$ cat config.mk
export PLATFORM = sky130hd
export DESIGN_NAME = tmu_bilinear_filter
export DESIGN_NICKNAME = d
export VERILOG_FILES = /design/src/rtl/tmu_pkg.sv /design/src/rtl/tmu_bilinear_filter.sv
export SDC_FILE = /design/constraint.sdc
export NUM_CORES = 2
export LEC_CHECK = 0
export BUFFER_PORTS_ARGS = -buffer_cell sky130_fd_sc_hd__buf_2
export CORE_MARGIN = 4
export CORE_UTILIZATION = 39
export CTS_BUF_LIST = sky130_fd_sc_hd__clkbuf_8
export DETAILED_ROUTE_END_ITERATION = 12
export PLACE_DENSITY = 0.58
export SLEW_MARGIN = 20
export SYNTH_ARGS = -nofsm -noshare
export SYNTH_HDL_FRONTEND = slang
export SYNTH_SLANG_ARGS = --single-unit
export TNS_END_PERCENT = 30
$ cat constraint.sdc
create_clock -name sys_clk -period 8.2 [get_ports sys_clk]
set_input_delay 0 -clock sys_clk [delete_from_list [all_inputs] [get_ports sys_clk]]
set_output_delay 0 -clock sys_clk [all_outputs]
set_load 0.005 [all_outputs]
$ cat src/rtl/tmu_pkg.sv
// ------------------------------
// Texture unit shared constants
// ------------------------------
package tmu_pkg;

	localparam int TEX_DEPTH = 11; // log2 of the tile size in bytes (2048)
	localparam int TEX_SIDE_LOG2 = 5; // tile is 32 texels on a side
	localparam int TEXEL_W = 16; // one RGB565 texel
	localparam int FRAC_W = 6; // a weight of 64 stands for one whole

	localparam int LINE_W = 256; // one cache line holds sixteen texels
	localparam int BEAT_W = 64; // memory delivers a line in 64-bit beats
	localparam int BEATS_PER_LINE = LINE_W / BEAT_W; // four beats per line

	localparam int LINE_OFS_W = $clog2(LINE_W / 8); // byte offset bits inside a line
	localparam int LINE_IDX_W = TEX_DEPTH - LINE_OFS_W; // lines in a tile, 64 of them

	// states of the line fill engine
	typedef enum logic [1:0] {
		FILL_IDLE, // waiting for fill_start
		FILL_GATHER, // collecting beats into the line register
		FILL_WRITE // line goes into the RAM this cycle
	} fill_state_e;

endpackage

$ cat src/rtl/tmu_bilinear_filter.sv
// ------------------------------
// Bilinear texel filter
// ------------------------------
module tmu_bilinear_filter (
	input  logic                             sys_clk,
	input  logic                             rst_n,

	input  logic                             fetch, // one texel request per strobe
	input  logic [tmu_pkg::TEX_SIDE_LOG2-1:0] tex_x,
	input  logic [tmu_pkg::TEX_SIDE_LOG2-1:0] tex_y,
	input  logic [tmu_pkg::FRAC_W-1:0]        frac_x,
	input  logic [tmu_pkg::FRAC_W-1:0]        frac_y,

	output logic                             re, // RAM read, same cycle as fetch
	output logic [tmu_pkg::TEX_DEPTH-1:0]     raa, // texel (x, y)
	output logic [tmu_pkg::TEX_DEPTH-1:0]     rab, // texel (x+1, y)
	output logic [tmu_pkg::TEX_DEPTH-1:0]     rac, // texel (x, y+1)
	output logic [tmu_pkg::TEX_DEPTH-1:0]     rad, // texel (x+1, y+1)
	input  logic [tmu_pkg::TEXEL_W-1:0]       rda,
	input  logic [tmu_pkg::TEXEL_W-1:0]       rdb,
	input  logic [tmu_pkg::TEXEL_W-1:0]       rdc,
	input  logic [tmu_pkg::TEXEL_W-1:0]       rdd,

	output logic                             out_valid, // three cycles after fetch
	output logic [tmu_pkg::TEXEL_W-1:0]       out_pixel
);

	localparam int CH_W = 6; // green is the widest channel
	localparam int ONE = 1 << tmu_pkg::FRAC_W; // weight of a whole texel
	localparam int H_W = CH_W + tmu_pkg::FRAC_W; // horizontal blend width
	localparam int V_W = H_W + tmu_pkg::FRAC_W; // vertical blend width before the shift

	logic [tmu_pkg::TEX_SIDE_LOG2-1:0] x1; // neighbour coordinates, wrapping at 32
	logic [tmu_pkg::TEX_SIDE_LOG2-1:0] y1;
	logic [2:0] valid_q; // one bit per pipeline stage
	logic [tmu_pkg::FRAC_W-1:0] fx_q; // fractions aligned with the RAM output
	logic [tmu_pkg::FRAC_W-1:0] fy_q;
	logic [tmu_pkg::FRAC_W-1:0] fy_q2; // vertical weight aligned with stage 1
	logic [2:0][CH_W-1:0] ch_a; // channels of each texel, index 2 is red
	logic [2:0][CH_W-1:0] ch_b;
	logic [2:0][CH_W-1:0] ch_c;
	logic [2:0][CH_W-1:0] ch_d;
	logic [2:0][V_W-1:0] h_top; // combinational horizontal blends
	logic [2:0][V_W-1:0] h_bot;
	logic [2:0][H_W-1:0] top_q; // stage 1 registers
	logic [2:0][H_W-1:0] bot_q;
	logic [2:0][V_W-1:0] v_sum; // combinational vertical blend

	// red and blue get a zero on top so all channels share one datapath
	function automatic logic [2:0][CH_W-1:0] split_rgb(input logic [tmu_pkg::TEXEL_W-1:0] t);
		return {1'b0, t[15:11], t[10:5], 1'b0, t[4:0]};
	endfunction

	// p weighted by (64 - w) plus q weighted by w
	function automatic logic [V_W-1:0] blend(
		input logic [H_W-1:0]            p,
		input logic [H_W-1:0]            q,
		input logic [tmu_pkg::FRAC_W-1:0] w
	);
		logic [tmu_pkg::FRAC_W:0] w_inv;
		w_inv = (tmu_pkg::FRAC_W + 1)'(ONE) - {1'b0, w}; // reaches 64 when w is zero
		return V_W'(p) * w_inv + V_W'(q) * w;
	endfunction

	assign x1 = tex_x + 1'b1;
	assign y1 = tex_y + 1'b1;

	// byte address is (y * 32 + x) * 2
	assign re = fetch;
	assign raa = {tex_y, tex_x, 1'b0};
	assign rab = {tex_y, x1, 1'b0};
	assign rac = {y1, tex_x, 1'b0};
	assign rad = {y1, x1, 1'b0};

	assign ch_a = split_rgb(rda);
	assign ch_b = split_rgb(rdb);
	assign ch_c = split_rgb(rdc);
	assign ch_d = split_rgb(rdd);

	always_comb begin
		for (int i = 0; i < 3; i++) begin
			h_top[i] = blend(H_W'(ch_a[i]), H_W'(ch_b[i]), fx_q);
			h_bot[i] = blend(H_W'(ch_c[i]), H_W'(ch_d[i]), fx_q);
			v_sum[i] = blend(top_q[i], bot_q[i], fy_q2); // at most 63 * 64 * 64, fits V_W
		end
	end

	always_ff @(posedge sys_clk) begin
		if (!rst_n) begin
			valid_q <= '0;
		end else begin
			valid_q <= {valid_q[1:0], fetch}; // RAM, stage 1, stage 2
		end
	end

	always_ff @(posedge sys_clk) begin
		fx_q <= frac_x;
		fy_q <= frac_y;
		fy_q2 <= fy_q;
		for (int i = 0; i < 3; i++) begin
			top_q[i] <= h_top[i][H_W-1:0]; // a horizontal blend never exceeds 63 * 64
			bot_q[i] <= h_bot[i][H_W-1:0];
		end
		// divide by 64 * 64 by dropping the low bits, then repack as RGB565
		out_pixel <= {v_sum[2][2*tmu_pkg::FRAC_W +: 5],
			v_sum[1][2*tmu_pkg::FRAC_W +: 6],
			v_sum[0][2*tmu_pkg::FRAC_W +: 5]};
	end

	assign out_valid = valid_q[2];

endmodule

Yosys cells after proc, flatten, opt, wreduce, memory -nomap -nowiden

Cells that the tools add are included.

$add $sub $neg: 13
Multiply operators: 18

Operators by type and width:

| kind                  | count |
|---|---|
| $add A12 B11 Y12      | 4 |
| $mul A5 B7 Y12        | 4 |
| $mul A5 B6 Y11        | 4 |
| $add A17 B17 Y17      | 2 |
| $mul A12 B6 Y17       | 2 |
| $mul A12 B7 Y17       | 2 |
| $add A12 B12 Y12      | 2 |
| $mul A6 B6 Y12        | 2 |
| $mul A6 B7 Y12        | 2 |
| $add A18 B18 Y18      | 1 |
| $mul A12 B6 Y18       | 1 |
| $mul A12 B7 Y18       | 1 |
| $sub A7 B6 Y7 const A | 2 |
| $add A5 B1 Y5 const B | 2 |

Register bits: 109
Input bits: 89
Output and inout port bits: 62
Logic and storage cells: 42

Longest topological paths before layout

Depth after elaboration: 3
Mapped depth: 24
Gate-level depth less buffers: 21

Worst setup path after synthesis

No wires, ideal clock.

Path kind: flip-flop to flip-flop
From: register fx_q[0] (netlist bit)
To: register bot_q[9] (netlist bit)
Setup time: 124 ps
Data arrival time: 5656 ps
Required time: 8076 ps
Path slack: 2420 ps
Cell stages (with the launch flop): 21
Clock period less this slack: 5780 ps
Cell sequence: dfxtp_1 clkbuf_1 clkbuf_1 inv_1 ha_1 xnor2_1 clkbuf_1 nand2_1 fa_1 fa_1 fa_1 fa_1 fa_1 inv_1 ha_1 a21o_1 a21oi_2 o21bai_1 a2111oi_2 nor2_1 xor2_1

RTL lines:

| element                         | RTL line                   | RTL |
|---|---|---|
| from (decl)                     | tmu_bilinear_filter.sv:36  | `logic [tmu_pkg::FRAC_W-1:0] fx_q;` |
| from (signal assigned)          | tmu_bilinear_filter.sv:97  | `fx_q <= frac_x;` |
| to (signal, indexed assignment) | tmu_bilinear_filter.sv:102 | `bot_q[i] <= h_bot[i][H_W-1:0];` |
| to (decl)                       | tmu_bilinear_filter.sv:46  | `logic [2:0][H_W-1:0] bot_q;` |

==> summary.md <==
| Metric | Value |
|---|---|
| Hold Path Sink | bot_q[0] |
| Most frequent CP cell | fa_1 |
| Fmax | between 150 and 200 MHz |
| Max_slew headroom | 0.414 |
| CTS max path bufs | 2 |
| Final Hold Fails | 0 |
| Max incr delay on CP | 0.56 ns |
| Area leader, netlist | fa_1 |
| Nets@finish | between 4000 and 5000 |
| Post-synth top cells | inv_1, fa_1, nand2_1, and2_1, ha_1 |
| Critical path buffers and inverters | 5 |
| Post-Layout Cell Count | about 4400 |
| Crit path arrival time | around 6.6 ns |
| Width of the chip | 284 um |
| Max Transition Viols Final | 0 |
| Yosys warns | 0 |
| Ranking of synthesized cells by area | fa_1, ha_1, inv_1 |
| Avg Cell Area, Syn | around 9.0 um2 |
| Seq/Total Area, Yosys | 0.0732 |
| Top-area cell type share of the netlist area | 0.415 |
| Critical Path End Type | flop |
| CTS tree | done |
| Clk_lat worst skew | 0.47 ns |
| Maximum capacitance violations | 0 |
| Total number of vias | a little over 20000 |
| RSZ-0062 raised after global routing | no |
| CP startpoint kind | flop |
| Outcome | finished, final reports clean |
| Hold_sp | rdc[0] |
| DRC viols | 0 |
| Row cnt | 101 |
| Critical Path RT | ~8.5 ns |
| HP Class | in -> reg |
| Total die area | between 80000 and 90000 um2 |
| Fillers | approximately 7700 |
| Reg2Reg Capture Point | out_pixel[14] |
| Antenna viol nets, final | 0 |
| Layout area overhead | 7.02% |
| Reg2Reg Launch Point | fy_q2[4] |
| Fin Clk Skew | approximately 0.044 ns |
| Hold path depth | 3 |
| Starting DRC count in detailed routing | roughly 860 |
| Initial antenna violation count | 6 |
| First-pass DRT Iterations | 5 |
| CTS buffer count | 9 |
| Drt wl/cell | around 15 um |
| Vias in the first global route | ~22000 |
| R2r worst-path depth | 21 |
| Netlist Area Pre-Place | between 20000 and 30000 um2 |
| Share of cells above drive strength 1 | 0.0679 |
| Post-DR vias/cell | ~4.7 |
| Slowest CP cell | nor3_2 |
| Tcrit/Tclk final | 0.764 |
| Dpl cells | around 4400 |
| Tot GR Track Use | 0.176 |
| Ys flop type | dfxtp_1 |
| Most numerous cell in the Yosys netlist | inv_1 |
| Port Buf Inserts | around 150 |
| Largest net degree at the start of global routing | 67 |
| H-tree lvl count | 3 |
| Flop-to-flop setup slack | 1.93 ns |
| Peak fanout along the critical path | 39 |
| CP delay by family, top | adder cells |
| DPL Wire Length | about 56 mm |
| Core Region | 75800 um2 |
| Synth Register Bits | between 100 and 150 |
| Crit path cell chain | buf_4, nor3_2, nand3_1, xor2_2, buf_4, nand2_1, fa_1, inv_1, fa_1, fa_1, fa_1, inv_1, fa_1, inv_1, ha_1, o211ai_1, a21oi_1, a211oi_1, o31ai_1, a211oi_1, a21oi_1 |
| EDFF count, synth | 0 |
| Tmin final | between 6 and 7 ns |
| Total routed wirelength | slightly below 70 mm |
| CP Class | reg -> reg |
| Final setup viols | 0 |
| Syn Inst Count | around 3300 |
| Final TNS setup | 0 ns |
| # IOs | between 150 and 200 |
| Clock Tree Root | clkbuf_8 |
| Clock slew at reported path FFs | 0.11 ns |
| Async S/R FF share, synth | 0 |
| Starting density of the core | 0.393 |
| Gpl congestion | 0.822 |
| Congestion Overflow GR | 0 |
| Worst Tran Pin Value | 0.874 ns |
| Setup repair bufs after CTS | 0 |
| Synth cell types | 58 |
| First-pass GRT wire length | approximately 120 mm |
| Clk sinks | around 110 |
| Die height | between 200 and 300 um |
| # resized after CTS | 0 |
## registers in the layout, indices dropped and copies added, names as in the netlist
signal / count
fy_q: 6
top_q: 36
valid_q: 3
out_pixel: 16
bot_q: 36
fy_q2: 6
fx_q: 6
## cells by family after synthesis
logic type | count (synthesis) | share of synthesized area
other | 1 | 0.000126
xor gates and xnor gates | 116 | 0.0349
AOI/OAI and AO/OA | 136 | 0.0334
muxes | 1 | 0.000378
buffers and inverters | 985 | 0.129
and+or+nand+nor | 1016 | 0.170
adders and majority gates | 961 | 0.559
DFF | 109 | 0.0732
## per-stage QoR
| stage | hold WS [ns] | worst slack [ns] | area [um2] | util |
|---|---|---|---|---|
| after floorplan | 0.0277 | 2.42 | 29800 | - |
| after global placement | 0.104 | 1.90 | 31500 | 0.415 |
| after detailed placement | 0.104 | 1.87 | 31500 | 0.415 |
| after CTS | 0.0168 | 1.83 | 31900 | 0.420 |
| after global routing | 0.0501 | 1.46 | 31900 | 0.420 |
| final | 0.0563 | 1.93 | 31900 | 0.421 |
## layout make-up
type / count / area (um2) / area share
clock buffer: 9 / 124 / 0.00388
sequential: 109 / 2180 / 0.0685
tap: 978 / 1220 / 0.0384
clock inverter: 7 / 56.3 / 0.00177
timing repair buffer: 199 / 1180 / 0.0371
multi-input combinational: 2234 / 23900 / 0.749
antenna: 3 / 7.51 / 0.000235
inverter: 860 / 3230 / 0.101
## how the worst max path moves through the flow
stage                   from             to  slack (ns)  cells after the start
floorplan            fx_q[0]       bot_q[9]        2.42                     20
global placement    fy_q2[4]  out_pixel[14]        1.90                     21
detailed placement  fy_q2[4]  out_pixel[14]        1.87                     21
CTS                 fy_q2[4]  out_pixel[14]        1.83                     21
global route        fy_q2[4]  out_pixel[14]        1.46                     21
finish              fy_q2[4]  out_pixel[14]        1.93                     21
## cell usage in the layout (no fill, tap or decap), types with 5 or more instances in the layout
master,synthesis,routed
xnor2_1,84,80
o21ai_0,11,11
a21oi_1,40,40
buf_2,3,146
o21bai_1,8,8
o21ai_1,8,8
nand2_1,472,472
and3_1,6,6
a21o_1,17,17
and2_1,421,421
dlygate4sd3_1,0,22
or3_1,8,8
a2111oi_2,6,6
o211ai_1,6,6
nand4_1,9,9
nor3_1,26,25
inv_1,860,861
a21oi_2,6,6
nor2_1,26,26
xor2_1,30,26
nor2b_1,8,8
buf_4,35,31
fa_1,617,617
clkbuf_8,0,9
dfxtp_1,109,107
nand3_1,22,22
xnor2_2,1,5
ha_1,344,344
## layer usage
layer / wire [um] / part of all wire / vias up / global-route usage
met3: 2590 / 0.038 / 49 / 0.0188
met4: 844 / 0.012 / 4 / 0.0301
met2: 31600 / 0.47 / 357 / 0.292
met5: 22 / 0.00033 / - / 0
met1: 32500 / 0.48 / 10400 / 0.253
li1: - / - / 9848 / -
## what timing repair did
item | in CTS | in global routing
hold buffers | 22 | 0
setup endpoints to repair | 0 | 0
hold endpoints to repair | 19 | 0
## worst reg2reg max path: cells and delay by family, from the launching register on
family	cells	cell delay (ns)
compound gates	6	1.36
flops	1	0.31
fa+ha+maj	6	2.75
simple gates	3	0.90
buf+inv	5	0.67
xor+xnor	1	0.18
Power is not shown: default switching activity piles up to over one toggle a cycle in this logic, so the estimate is an artifact.
