`src/rtl/tmu_pkg.sv`:
```
// ------------------------------
// Texture unit shared constants
// ------------------------------
package tmu_pkg;

	localparam int TEX_DEPTH = 11; // log2 of the tile size in bytes (2048)
	localparam int TEX_SIDE_LOG2 = 5; // tile is 32 texels on a side
	localparam int TEXEL_W = 16; // one RGB565 texel
	localparam int FRAC_W = 6; // a weight of 64 stands for one whole

	localparam int LINE_W = 256; // one cache line holds sixteen texels
	localparam int BEAT_W = 64; // memory delivers a line in 64-bit beats
	localparam int BEATS_PER_LINE = LINE_W / BEAT_W; // four beats per line

	localparam int LINE_OFS_W = $clog2(LINE_W / 8); // byte offset bits inside a line
	localparam int LINE_IDX_W = TEX_DEPTH - LINE_OFS_W; // lines in a tile, 64 of them

	// states of the line fill engine
	typedef enum logic [1:0] {
		FILL_IDLE, // waiting for fill_start
		FILL_GATHER, // collecting beats into the line register
		FILL_WRITE // line goes into the RAM this cycle
	} fill_state_e;

endpackage

```
`src/rtl/tmu_line_fill.sv`:
```
// ------------------------------
// Cache line fill engine
// ------------------------------
module tmu_line_fill (
	input  logic                          sys_clk,
	input  logic                          rst_n,

	input  logic                          fill_start, // one-cycle pulse with the line index
	input  logic [tmu_pkg::LINE_IDX_W-1:0] fill_line, // byte address divided by 32
	input  logic                          fill_valid, // one beat of the line
	input  logic [tmu_pkg::BEAT_W-1:0]     fill_data,
	output logic                          fill_busy, // high from after fill_start through the write

	output logic                          we, // one-cycle line write
	output logic [tmu_pkg::TEX_DEPTH-1:0]  wa,
	output logic [tmu_pkg::LINE_W-1:0]     wd
);

	localparam int CNT_W = $clog2(tmu_pkg::BEATS_PER_LINE);

	tmu_pkg::fill_state_e state;
	logic [CNT_W-1:0] beat_cnt; // beats taken so far in this line
	logic [tmu_pkg::LINE_IDX_W-1:0] line_q; // line index latched at fill_start
	logic [tmu_pkg::LINE_W-1:0] line_data; // beats shift in from the bottom

	always_ff @(posedge sys_clk) begin
		if (!rst_n) begin
			state <= tmu_pkg::FILL_IDLE;
			beat_cnt <= '0;
		end else begin
			case (state)
				tmu_pkg::FILL_IDLE: begin
					if (fill_start) begin
						state <= tmu_pkg::FILL_GATHER; // stray fill_valid here is dropped
						beat_cnt <= '0;
					end
				end
				tmu_pkg::FILL_GATHER: begin
					if (fill_valid) begin
						beat_cnt <= beat_cnt + 1'b1; // wraps back to zero after the last beat
						if (beat_cnt == CNT_W'(tmu_pkg::BEATS_PER_LINE - 1)) begin
							state <= tmu_pkg::FILL_WRITE;
						end
					end
				end
				tmu_pkg::FILL_WRITE: state <= tmu_pkg::FILL_IDLE; // write lasts one cycle
				default: state <= tmu_pkg::FILL_IDLE;
			endcase
		end
	end

	always_ff @(posedge sys_clk) begin
		if (state == tmu_pkg::FILL_IDLE && fill_start) begin
			line_q <= fill_line;
		end
		if (state == tmu_pkg::FILL_GATHER && fill_valid) begin
			// after four beats the first one has reached the top of the line
			line_data <= {line_data[tmu_pkg::LINE_W-tmu_pkg::BEAT_W-1:0], fill_data};
		end
	end

	assign fill_busy = (state != tmu_pkg::FILL_IDLE);
	assign we = (state == tmu_pkg::FILL_WRITE);
	assign wa = {line_q, {tmu_pkg::LINE_OFS_W{1'b0}}}; // line aligned byte address
	assign wd = line_data;

endmodule

```
`config.mk`:
```
export PLATFORM = sky130hd
export DESIGN_NAME = tmu_line_fill
export DESIGN_NICKNAME = d
export VERILOG_FILES = /design/src/rtl/tmu_pkg.sv /design/src/rtl/tmu_line_fill.sv
export SDC_FILE = /design/constraint.sdc
export NUM_CORES = 1
export LEC_CHECK = 0
export ABC_AREA = 1
export BUFFER_PORTS_ARGS = -buffer_cell sky130_fd_sc_hd__buf_4
export CORE_AREA = 2 2 134 136
export DETAILED_ROUTE_END_ITERATION = 6
export DIE_AREA = 0 0 136 138
export PLACE_DENSITY = 0.79
export SYNTH_ARGS = -nofsm -noshare
export SYNTH_HDL_FRONTEND = slang
export SYNTH_SLANG_ARGS = --single-unit
export TNS_END_PERCENT = 30
```
`constraint.sdc`:
```
create_clock -name sys_clk -period 9.9 [get_ports sys_clk]
set_clock_uncertainty 0.2 [all_clocks]
set_input_delay 0.99 -clock sys_clk [delete_from_list [all_inputs] [get_ports sys_clk]]
set_output_delay 0.99 -clock sys_clk [all_outputs]
set_load 0.02 [all_outputs]
```
### Word-level counts from Yosys, hierarchy flattened

Cells that the tools add are included.
W data, S select, Z words.

| storage, ports and cells | value |
|---|---|
| register bits after elaboration | 266 |
| input port bits | 74 |
| output and inout port bits | 269 |
| word-level logic and storage cells | 25 |

| cells by class | value |
|---|---|
| add/subtract/negate cells | 1 |
| eq/ne operators | 6 |
| muxes and demuxes | 7 |
| reduce and logical (&&, ||, !) cells | 7 |

Operators with widths:

| cell | count |
|---|---|
| $mux W2 | 5 |
| $pmux W2 S2 | 2 |
| $ne A2 B2 Y1 const B | 3 |
| $reduce_and A3 Y1 | 2 |
| $eq A2 B2 Y1 const B | 2 |
| $reduce_bool A2 Y1 | 2 |
| $add A2 B1 Y2 const B | 1 |
| $eq A2 B1 Y1 const B | 1 |
| $logic_and A1 B1 Y1 | 2 |
| $logic_not A2 Y1 | 1 |

### Depth between registers and ports, before layout

Gate-level depths: netlist (run 1).

| depth | value |
|---|---|
| depth after elaboration | 4 |
| depth in mapped cells | 6 |
| gate-level depth less buffers | 6 |

### Worst setup path before layout (run 1)

OpenSTA, ideal clock, no wires.

| timing path | value |
|---|---|
| path type | in2reg |
| from | in fill_valid |
| to | reg line_data, in the netlist wd[0] (enable) |
| setup time | 0.605 ns |
| arrival time | 6.073 ns |
| data required time | 9.095 ns |
| setup slack | 3.022 ns |
| stages on the path | 2 |
| buffers on the path | 0 |
| cells stage by stage | nand3_1 -> inv_1 |

| on the way | value |
|---|---|
| cells in the longest elaborated chain, start to end | 1 |

RTL lines:

| element | line | source |
|---|---|---|
| from (decl) | tmu_line_fill.sv:10 | `input logic fill_valid,` |
| $logic_and A1 B1 Y1 | tmu_line_fill.sv:56 | `if (state == tmu_pkg::FILL_GATHER && fill_valid) begin` |
| to (signal assigned) | tmu_line_fill.sv:58 | `line_data <= {line_data[tmu_pkg::LINE_W-tmu_pkg::BEAT_W-1:0], fill_data};` |
| to (decl) | tmu_line_fill.sv:24 | `logic [tmu_pkg::LINE_W-1:0] line_data;` |

No other way between the ends.
A chain may end at the register's enable or synchronous reset.

### Final worst setup path (run 1)

| timing path | value |
|---|---|
| from | in fill_valid |
| to | reg line_data, in the netlist wd[120] (enable) |

The elaborated chain is that of the path after synthesis.

==> results of run 1 <==
## registers in the layout, summed over array words and instances (netlist names)
| name | count |
|---|---|
| beat_cnt | 2 |
| state | 2 |
| line_q | 6 |
| wd | 256 |
## how the worst min path moves through the flow
stage               depth (start not counted)     endpoint  slack (ps)        start
global route                                0      wd[190]         260      wd[126]
CTS                                         0      wd[147]         250       wd[83]
global placement                            0      wd[255]         230      wd[191]
finish                                      0      wd[115]         240       wd[51]
detailed placement                          0      wd[147]         230       wd[83]
floorplan                                   2  beat_cnt[0]         270  beat_cnt[0]
## through the flow
step / instances / setup WS (ps) / total power, mW / area, um2
CTS: 921 / 6193 / 2.591 / 11930
floorplan: 306 / 3022 / 1.407 / 8140
detailed placement: 869 / 5628 / 1.491 / 10940
finish: 921 / 6121 / 2.569 / 11930
global route: 921 / 5958 / 2.638 / 11930
global placement: 869 / 5745 / 1.484 / 10940
## routing by layer
| metal | wire length, um | up-vias | GRT usage, % |
|---|---|---|---|
| met5 | 0 | - | 0 |
| met2 | 10110 | 240 | 34.73 |
| met1 | 6233 | 2129 | 19.43 |
| met3 | 1443 | 57 | 5.281 |
| li1 | - | 1931 | - |
| met4 | 777 | 0 | 8.333 |
## power groups by stage
stage,logic (mW),clock network [mW],registers (mW)
floorplan,0.0236,0,1.38
global placement,0.158,0,1.33
detailed placement,0.161,0,1.33
CTS,0.162,1.12,1.31
global route,0.168,1.16,1.31
finish,0.160,1.10,1.31
## logic make-up (layout without fill, tap and decap cells)
| group | after synthesis | count (layout) | share of synthesized area (%) |
|---|---|---|---|
| compound gates | 3 | 3 | 0.2155 |
| fa+ha+maj | 1 | 1 | 0.1540 |
| flops | 266 | 266 | 97.81 |
| buf+inv | 14 | 400 | 0.8778 |
| other cells | 1 | 5 | 0.04615 |
| simple gates | 17 | 17 | 0.8931 |
## cell type report
cell class	instances	area, um2
repair buffers	339	2545
multi-input cells	26	121.4
flip-flops and latches	266	7948
fillers	1187	5605
clock inverters	21	254.0
inverters	9	41.29
well taps	229	286.5
clock buffers	31	733.2
## critical path, stage by stage
cell and delay (ps):
buf_4 80, nand3_1 250, inv_8 620, buf_4 820, buf_4 700
## layout by cell type (no fill, tap or decap)
cell type   count
nand4_1         1
inv_8           1
clkbuf_16      29
edfxtp_1      262
inv_1           8
o21ai_0         1
nand2_1         6
nor2_1          6
nand2_2         1
conb_1          5
clkinv_2        7
clkinv_1        6
dfxtp_1         4
nand3_1         2
clkbuf_1        2
inv_6           1
nor3_1          1
a21boi_0        1
ha_1            1
clkinvlp_4      1
a21oi_1         1
bufinv_16       6
buf_4         339
==> results.md, run 1 <==
- Status: finished clean
- Synth area leaders: edfxtp_1 (97%), dfxtp_1 (0.99%), buf_4 (0.46%)
- Remaining DRCs: 0
- Layout Utilization: 68.03%
- RR Startpoint: state[1]
- Num CTS Buffers: 28
- Area grow syn2layout: 46.81%
- Worst-case reg-to-reg path depth: 5
- Yosys cell types: 15
- Syn avg cell area: 26.90 um2
- Clk pin slew, worst setup/hold paths: 60 ps
- Post-synth EDFFs: 262
- FFs w/ async S/R, synth: 0%
- Congestion Overflow GR: 0
- Number of diodes: 0
- Data required time at the worst endpoint: 9860 ps
- Synth Cell Area: 8125 um2
- Pint: 2.038 mW
- I/O Buffers: 337
- GRT Util Overall: 18.76%
- CTS H-tree lvls: 1
- Initial drt markers: 246
- Synthesized flop and latch total: 266
- Layout cells sized above 1: 55.64%
- Crit path launch: fill_valid
- RSZ-0062 raised after global routing: false
- Final hold vios: 0
- Critical path class: in2reg
- Fin Hold WS: 244.8 ps
- CP max FO: 128
- Starting density of the core: 46.34%
- Most frequent cells after synthesis: edfxtp_1 (262), inv_1 (9), nand2_1 (6), nor2_1 (6), buf_4 (5)
- Predominant post-synthesis flop cell: edfxtp_1
- Setup bufs post-CTS: 0
- First-pass GRT wire length: 26260 um
- Die width: 136 um
- Clock root buffer: clkbuf_16
- Sw power: 530.7 uW
- Pins Over Slew Limit: 0
- Crit path time final: 3779 ps
- Post-Route Setup TNS: 0 ps
- Num Clock Sinks: 266
- Top cell type's share of synthesized area: 96.83%
- CP endpoint: wd[120]
- Clock power frac: 42.9%
- F_max: 0.2646 GHz
- YS warnings: 0
- First drt pass iteration count: 4
- Most common cell in the synthesized netlist: edfxtp_1
- Pwr Density: 215.3 nW/um2
- R2r endpoint: wd[120]
- Skew-Pair Late Insertion Delay: 530 ps
- Slew HR: 38.64%
- Core area: 17530 um2
- Switching Share: 20.66%
- CTS tree: done
- Die height: 138 um
- Hold WC Path Type: reg2reg
- Sequential share of power: 50.9%
- Drt wl/cell: 20.16 um
- Initial antenna violation count: 0
- Via count: 4357
- Setup-failing EPs final: 0
- RD Place Congestion: 0.8409
- Syn Inst Count: 302
- Hold-fix buffers at CTS: 0
- Flop-to-flop setup slack: 6250 ps
- Data arrival, critical path: 3730 ps
- Clock Tree Buf Depth: 3
- Post-CTS Resized: 0
- Row cnt: 49
- Vias in the first global route: 4447
- Sequential area share after synthesis: 97.81%
- Synth area leader: edfxtp_1
- Final period util: 38.17%
- Die Area: 18770 um2
- Routed Antenna Nets: 0
- Drt total wl: 18570 um
- Max-Cap Viols: 0
- Ports: 343
- Maximum vdd drop: 0.0001565 V
- Worst-Margin Slew: 920.4 ps
- Comb pwr share: 6.2%
- # nets final: 745
- DP HPWL: 13080 um
- CP Capture Type: flip-flop
- Critical path startpoint category: primary input
- Pin count of the biggest net entering global routing: 129
- Pleak: 4.670 nW
- Routed vias/inst: 4.731
Note: power is estimated with default switching activity, not from simulation.
==> run 2: changes to the inputs <==
--- a/config.mk
+++ b/config.mk
@@ -5,11 +5,10 @@
 export SDC_FILE = /design/constraint.sdc
 export NUM_CORES = 1
 export LEC_CHECK = 0
-export ABC_AREA = 1
+export ABC_AREA = 0
 export BUFFER_PORTS_ARGS = -buffer_cell sky130_fd_sc_hd__buf_4
-export CORE_AREA = 2 2 134 136
+export CORE_UTILIZATION = 47
 export DETAILED_ROUTE_END_ITERATION = 6
-export DIE_AREA = 0 0 136 138
 export PLACE_DENSITY = 0.79
 export SYNTH_ARGS = -nofsm -noshare
 export SYNTH_HDL_FRONTEND = slang
==> constraint.sdc (replaced) <==
create_clock -name sys_clk -period 3.5 [get_ports sys_clk]
set_clock_uncertainty 0.2 [all_clocks]
set_input_delay 0.35 -clock sys_clk [delete_from_list [all_inputs] [get_ports sys_clk]]
set_output_delay 0.35 -clock sys_clk [all_outputs]
set_load 0.02 [all_outputs]
==> run 2 against run 1 <==
Net effect: clock-buffer cell count up 1; critical path type unchanged; area after synthesis unchanged; final cell count up 6.5%.
==> results.md, run 2 <==
- Status: finished clean
- Num Clock Sinks: 266
- Starting density of the core: 48.48%
- FFs w/ async S/R, synth: 0%
- Via count: 4622
- Skew-Pair Late Insertion Delay: 510 ps
- Most frequent cells after synthesis: edfxtp_1 (262), buf_4 (5), dfxtp_1 (4)
- Setup bufs post-CTS: 0
- Dpl cell area: 11040 um2
- Final period util: 62.28%
- Area grow syn2layout: 55.47%
- Maximum vdd drop: 0.0006054 V
- Syn Inst Count: 293
- I/O Buffers: 337
- Syn avg cell area: 27.73 um2
- Crit path time final: 2180 ps
- Predominant post-synthesis flop cell: edfxtp_1
- Drt total wl: 19510 um
- Drt wl/cell: 19.89 um
- CP Capture Type: flip-flop
- Pwr Density: 548.8 nW/um2
- F_max: 0.4588 GHz
- Sequential area share after synthesis: 97.81%
- Clk pin slew, worst setup/hold paths: 60 ps
- Initial drt markers: 230
- First-pass GRT wire length: 28340 um
- Final Power: 6.932 mW
- RSZ-0062 raised after global routing: false
- GRT Util Overall: 21.68%
- Vias in the first global route: 4792
- Core area: 16760 um2
- CTS H-tree lvls: 1
- Yosys cell types: 21
- Layout Utilization: 75.37%
- Ports: 343
- Die width: 133.5 um
- Hold WC Path Type: reg2reg
- CP max FO: 49
- Most common cell after layout, fill and taps aside: buf_4
- Placed Instances: 858
- Final hold vios: 0
- Pleak: 4.944 nW
- Setup-failing EPs final: 0
- Synth area leaders: edfxtp_1 (97%), dfxtp_1 (0.99%), buf_4 (0.46%)
- CTS tree: done
- Worst-Margin Slew: 867.7 ps
- Die Area: 17820 um2
- Most frequent cells in the layout: buf_4 (341), edfxtp_1 (262), dlygate4sd3_1 (74)
- DP HPWL: 12620 um
- Synthesized flop and latch total: 266
- Critical path startpoint category: primary input
- Row cnt: 47
- Routed Antenna Nets: 0
- Register area: 7948 um2
- Post-Route Setup TNS: 0 ps
- Remaining DRCs: 0
- Clock Tree Buf Depth: 3
- Post-synth EDFFs: 262
- Critical path class: in2reg
- Initial antenna violation count: 1
- Most common cell in the synthesized netlist: edfxtp_1
- Largest register FFs: 256
- Slew HR: 42.16%
- RD Place Congestion: 0.7644
- Synth area leader: edfxtp_1
- Max-Cap Viols: 0
- Flop-to-flop setup slack: 1320 ps
- First drt pass iteration count: 4
- Final std cells w/o fill: 981
- # fillers: 914
- Final instance area: 12630 um2
- YS warnings: 0
- Clock root buffer: clkbuf_16
- Pins Over Slew Limit: 0
- Data arrival, critical path: 2170 ps
- Top cell type's share of synthesized area: 96.83%
- Synth Cell Area: 8125 um2
- Pin count of the biggest net entering global routing: 50
- # nets final: 815
- Multi-input gate area: 150.1 um2
- Data required time at the worst endpoint: 3490 ps
- Layout cells sized above 1: 50.79%
- Die height: 133.5 um
- Routed vias/inst: 4.712
- Num CTS Buffers: 26
- Congestion Overflow GR: 0
-- run 2: cell types whose count changed in the layout (fill, tap and decap cells not counted), moves of 3 or more --
cell,before,now
nand2_1,6,0
clkbuf_1,2,5
dlygate4sd3_1,0,74
nor2_1,6,3
bufinv_16,6,3
buf_12,0,5
inv_1,8,2
-- run 2: logic make-up (layout without fill, tap and decap cells) --
group / count (synthesis) / after routing / synth area share, %
other: 1 / 6 / 0.04615
buffers and inverters: 7 / 470 / 0.5544
AND/OR/NAND/NOR: 13 / 13 / 1.109
adder cells (fa/ha/maj): 1 / 1 / 0.1540
AO/OA/AOI/OAI: 5 / 5 / 0.3233
flip-flops: 266 / 266 / 97.81
-- run 2: critical path, cell delays in order --
cell,delay (ps)
dlygate4sd3_1,530
buf_4,140
and3b_4,770
buf_12,320
-- run 2: final cells by class --
cell class,instances,share of cell area (%)
multi-input cells,24,1.189
inverters,2,0.05943
clock inverters,16,1.218
clock buffers,32,5.497
diodes,1,0.01981
repair buffers,420,26.92
flip-flops and latches,266,62.92
well taps,220,2.179
-- run 2: per-layer routing --
metal	global-route usage (%)	vias to the layer above	routed length [um]
met5	0	-	0
met4	7.639	0	564
met3	5.061	38	1365
met2	41.23	254	10810
met1	23.35	2258	6771
li1	-	2072	-
-- run 2: repair_timing --
action	CTS	global route
endpoints found under the hold margin	74	0
hold buffers	74	0
resized for setup	0	0
-- run 2: through the flow --
stage | setup slack (ps) | hold WS (ps)
global placement | 1418 | 231.2
global route | 1241 | 258.2
detailed placement | 1367 | 235.5
floorplan | 286.1 | 248.9
finish | 1320 | 247.9
CTS | 1368 | 251.5
-- run 2: report_power, final --
| group | internal (mW) | switching (mW) |
|---|---|---|
| combinational | 0.241 | 0.273 |
| sequential | 3.63 | 0.0597 |
| clock | 1.63 | 1.10 |
-- run 2: path summary, 6_finish.rpt --
check / from / endpoint / depth (start not counted)
worst min-delay path: wd[180] / wd[244] / 0
worst max-delay path: fill_valid / wd[46] / 4
worst max register to register: state[0] / wd[46] / 2
worst min register to register: wd[180] / wd[244] / 0
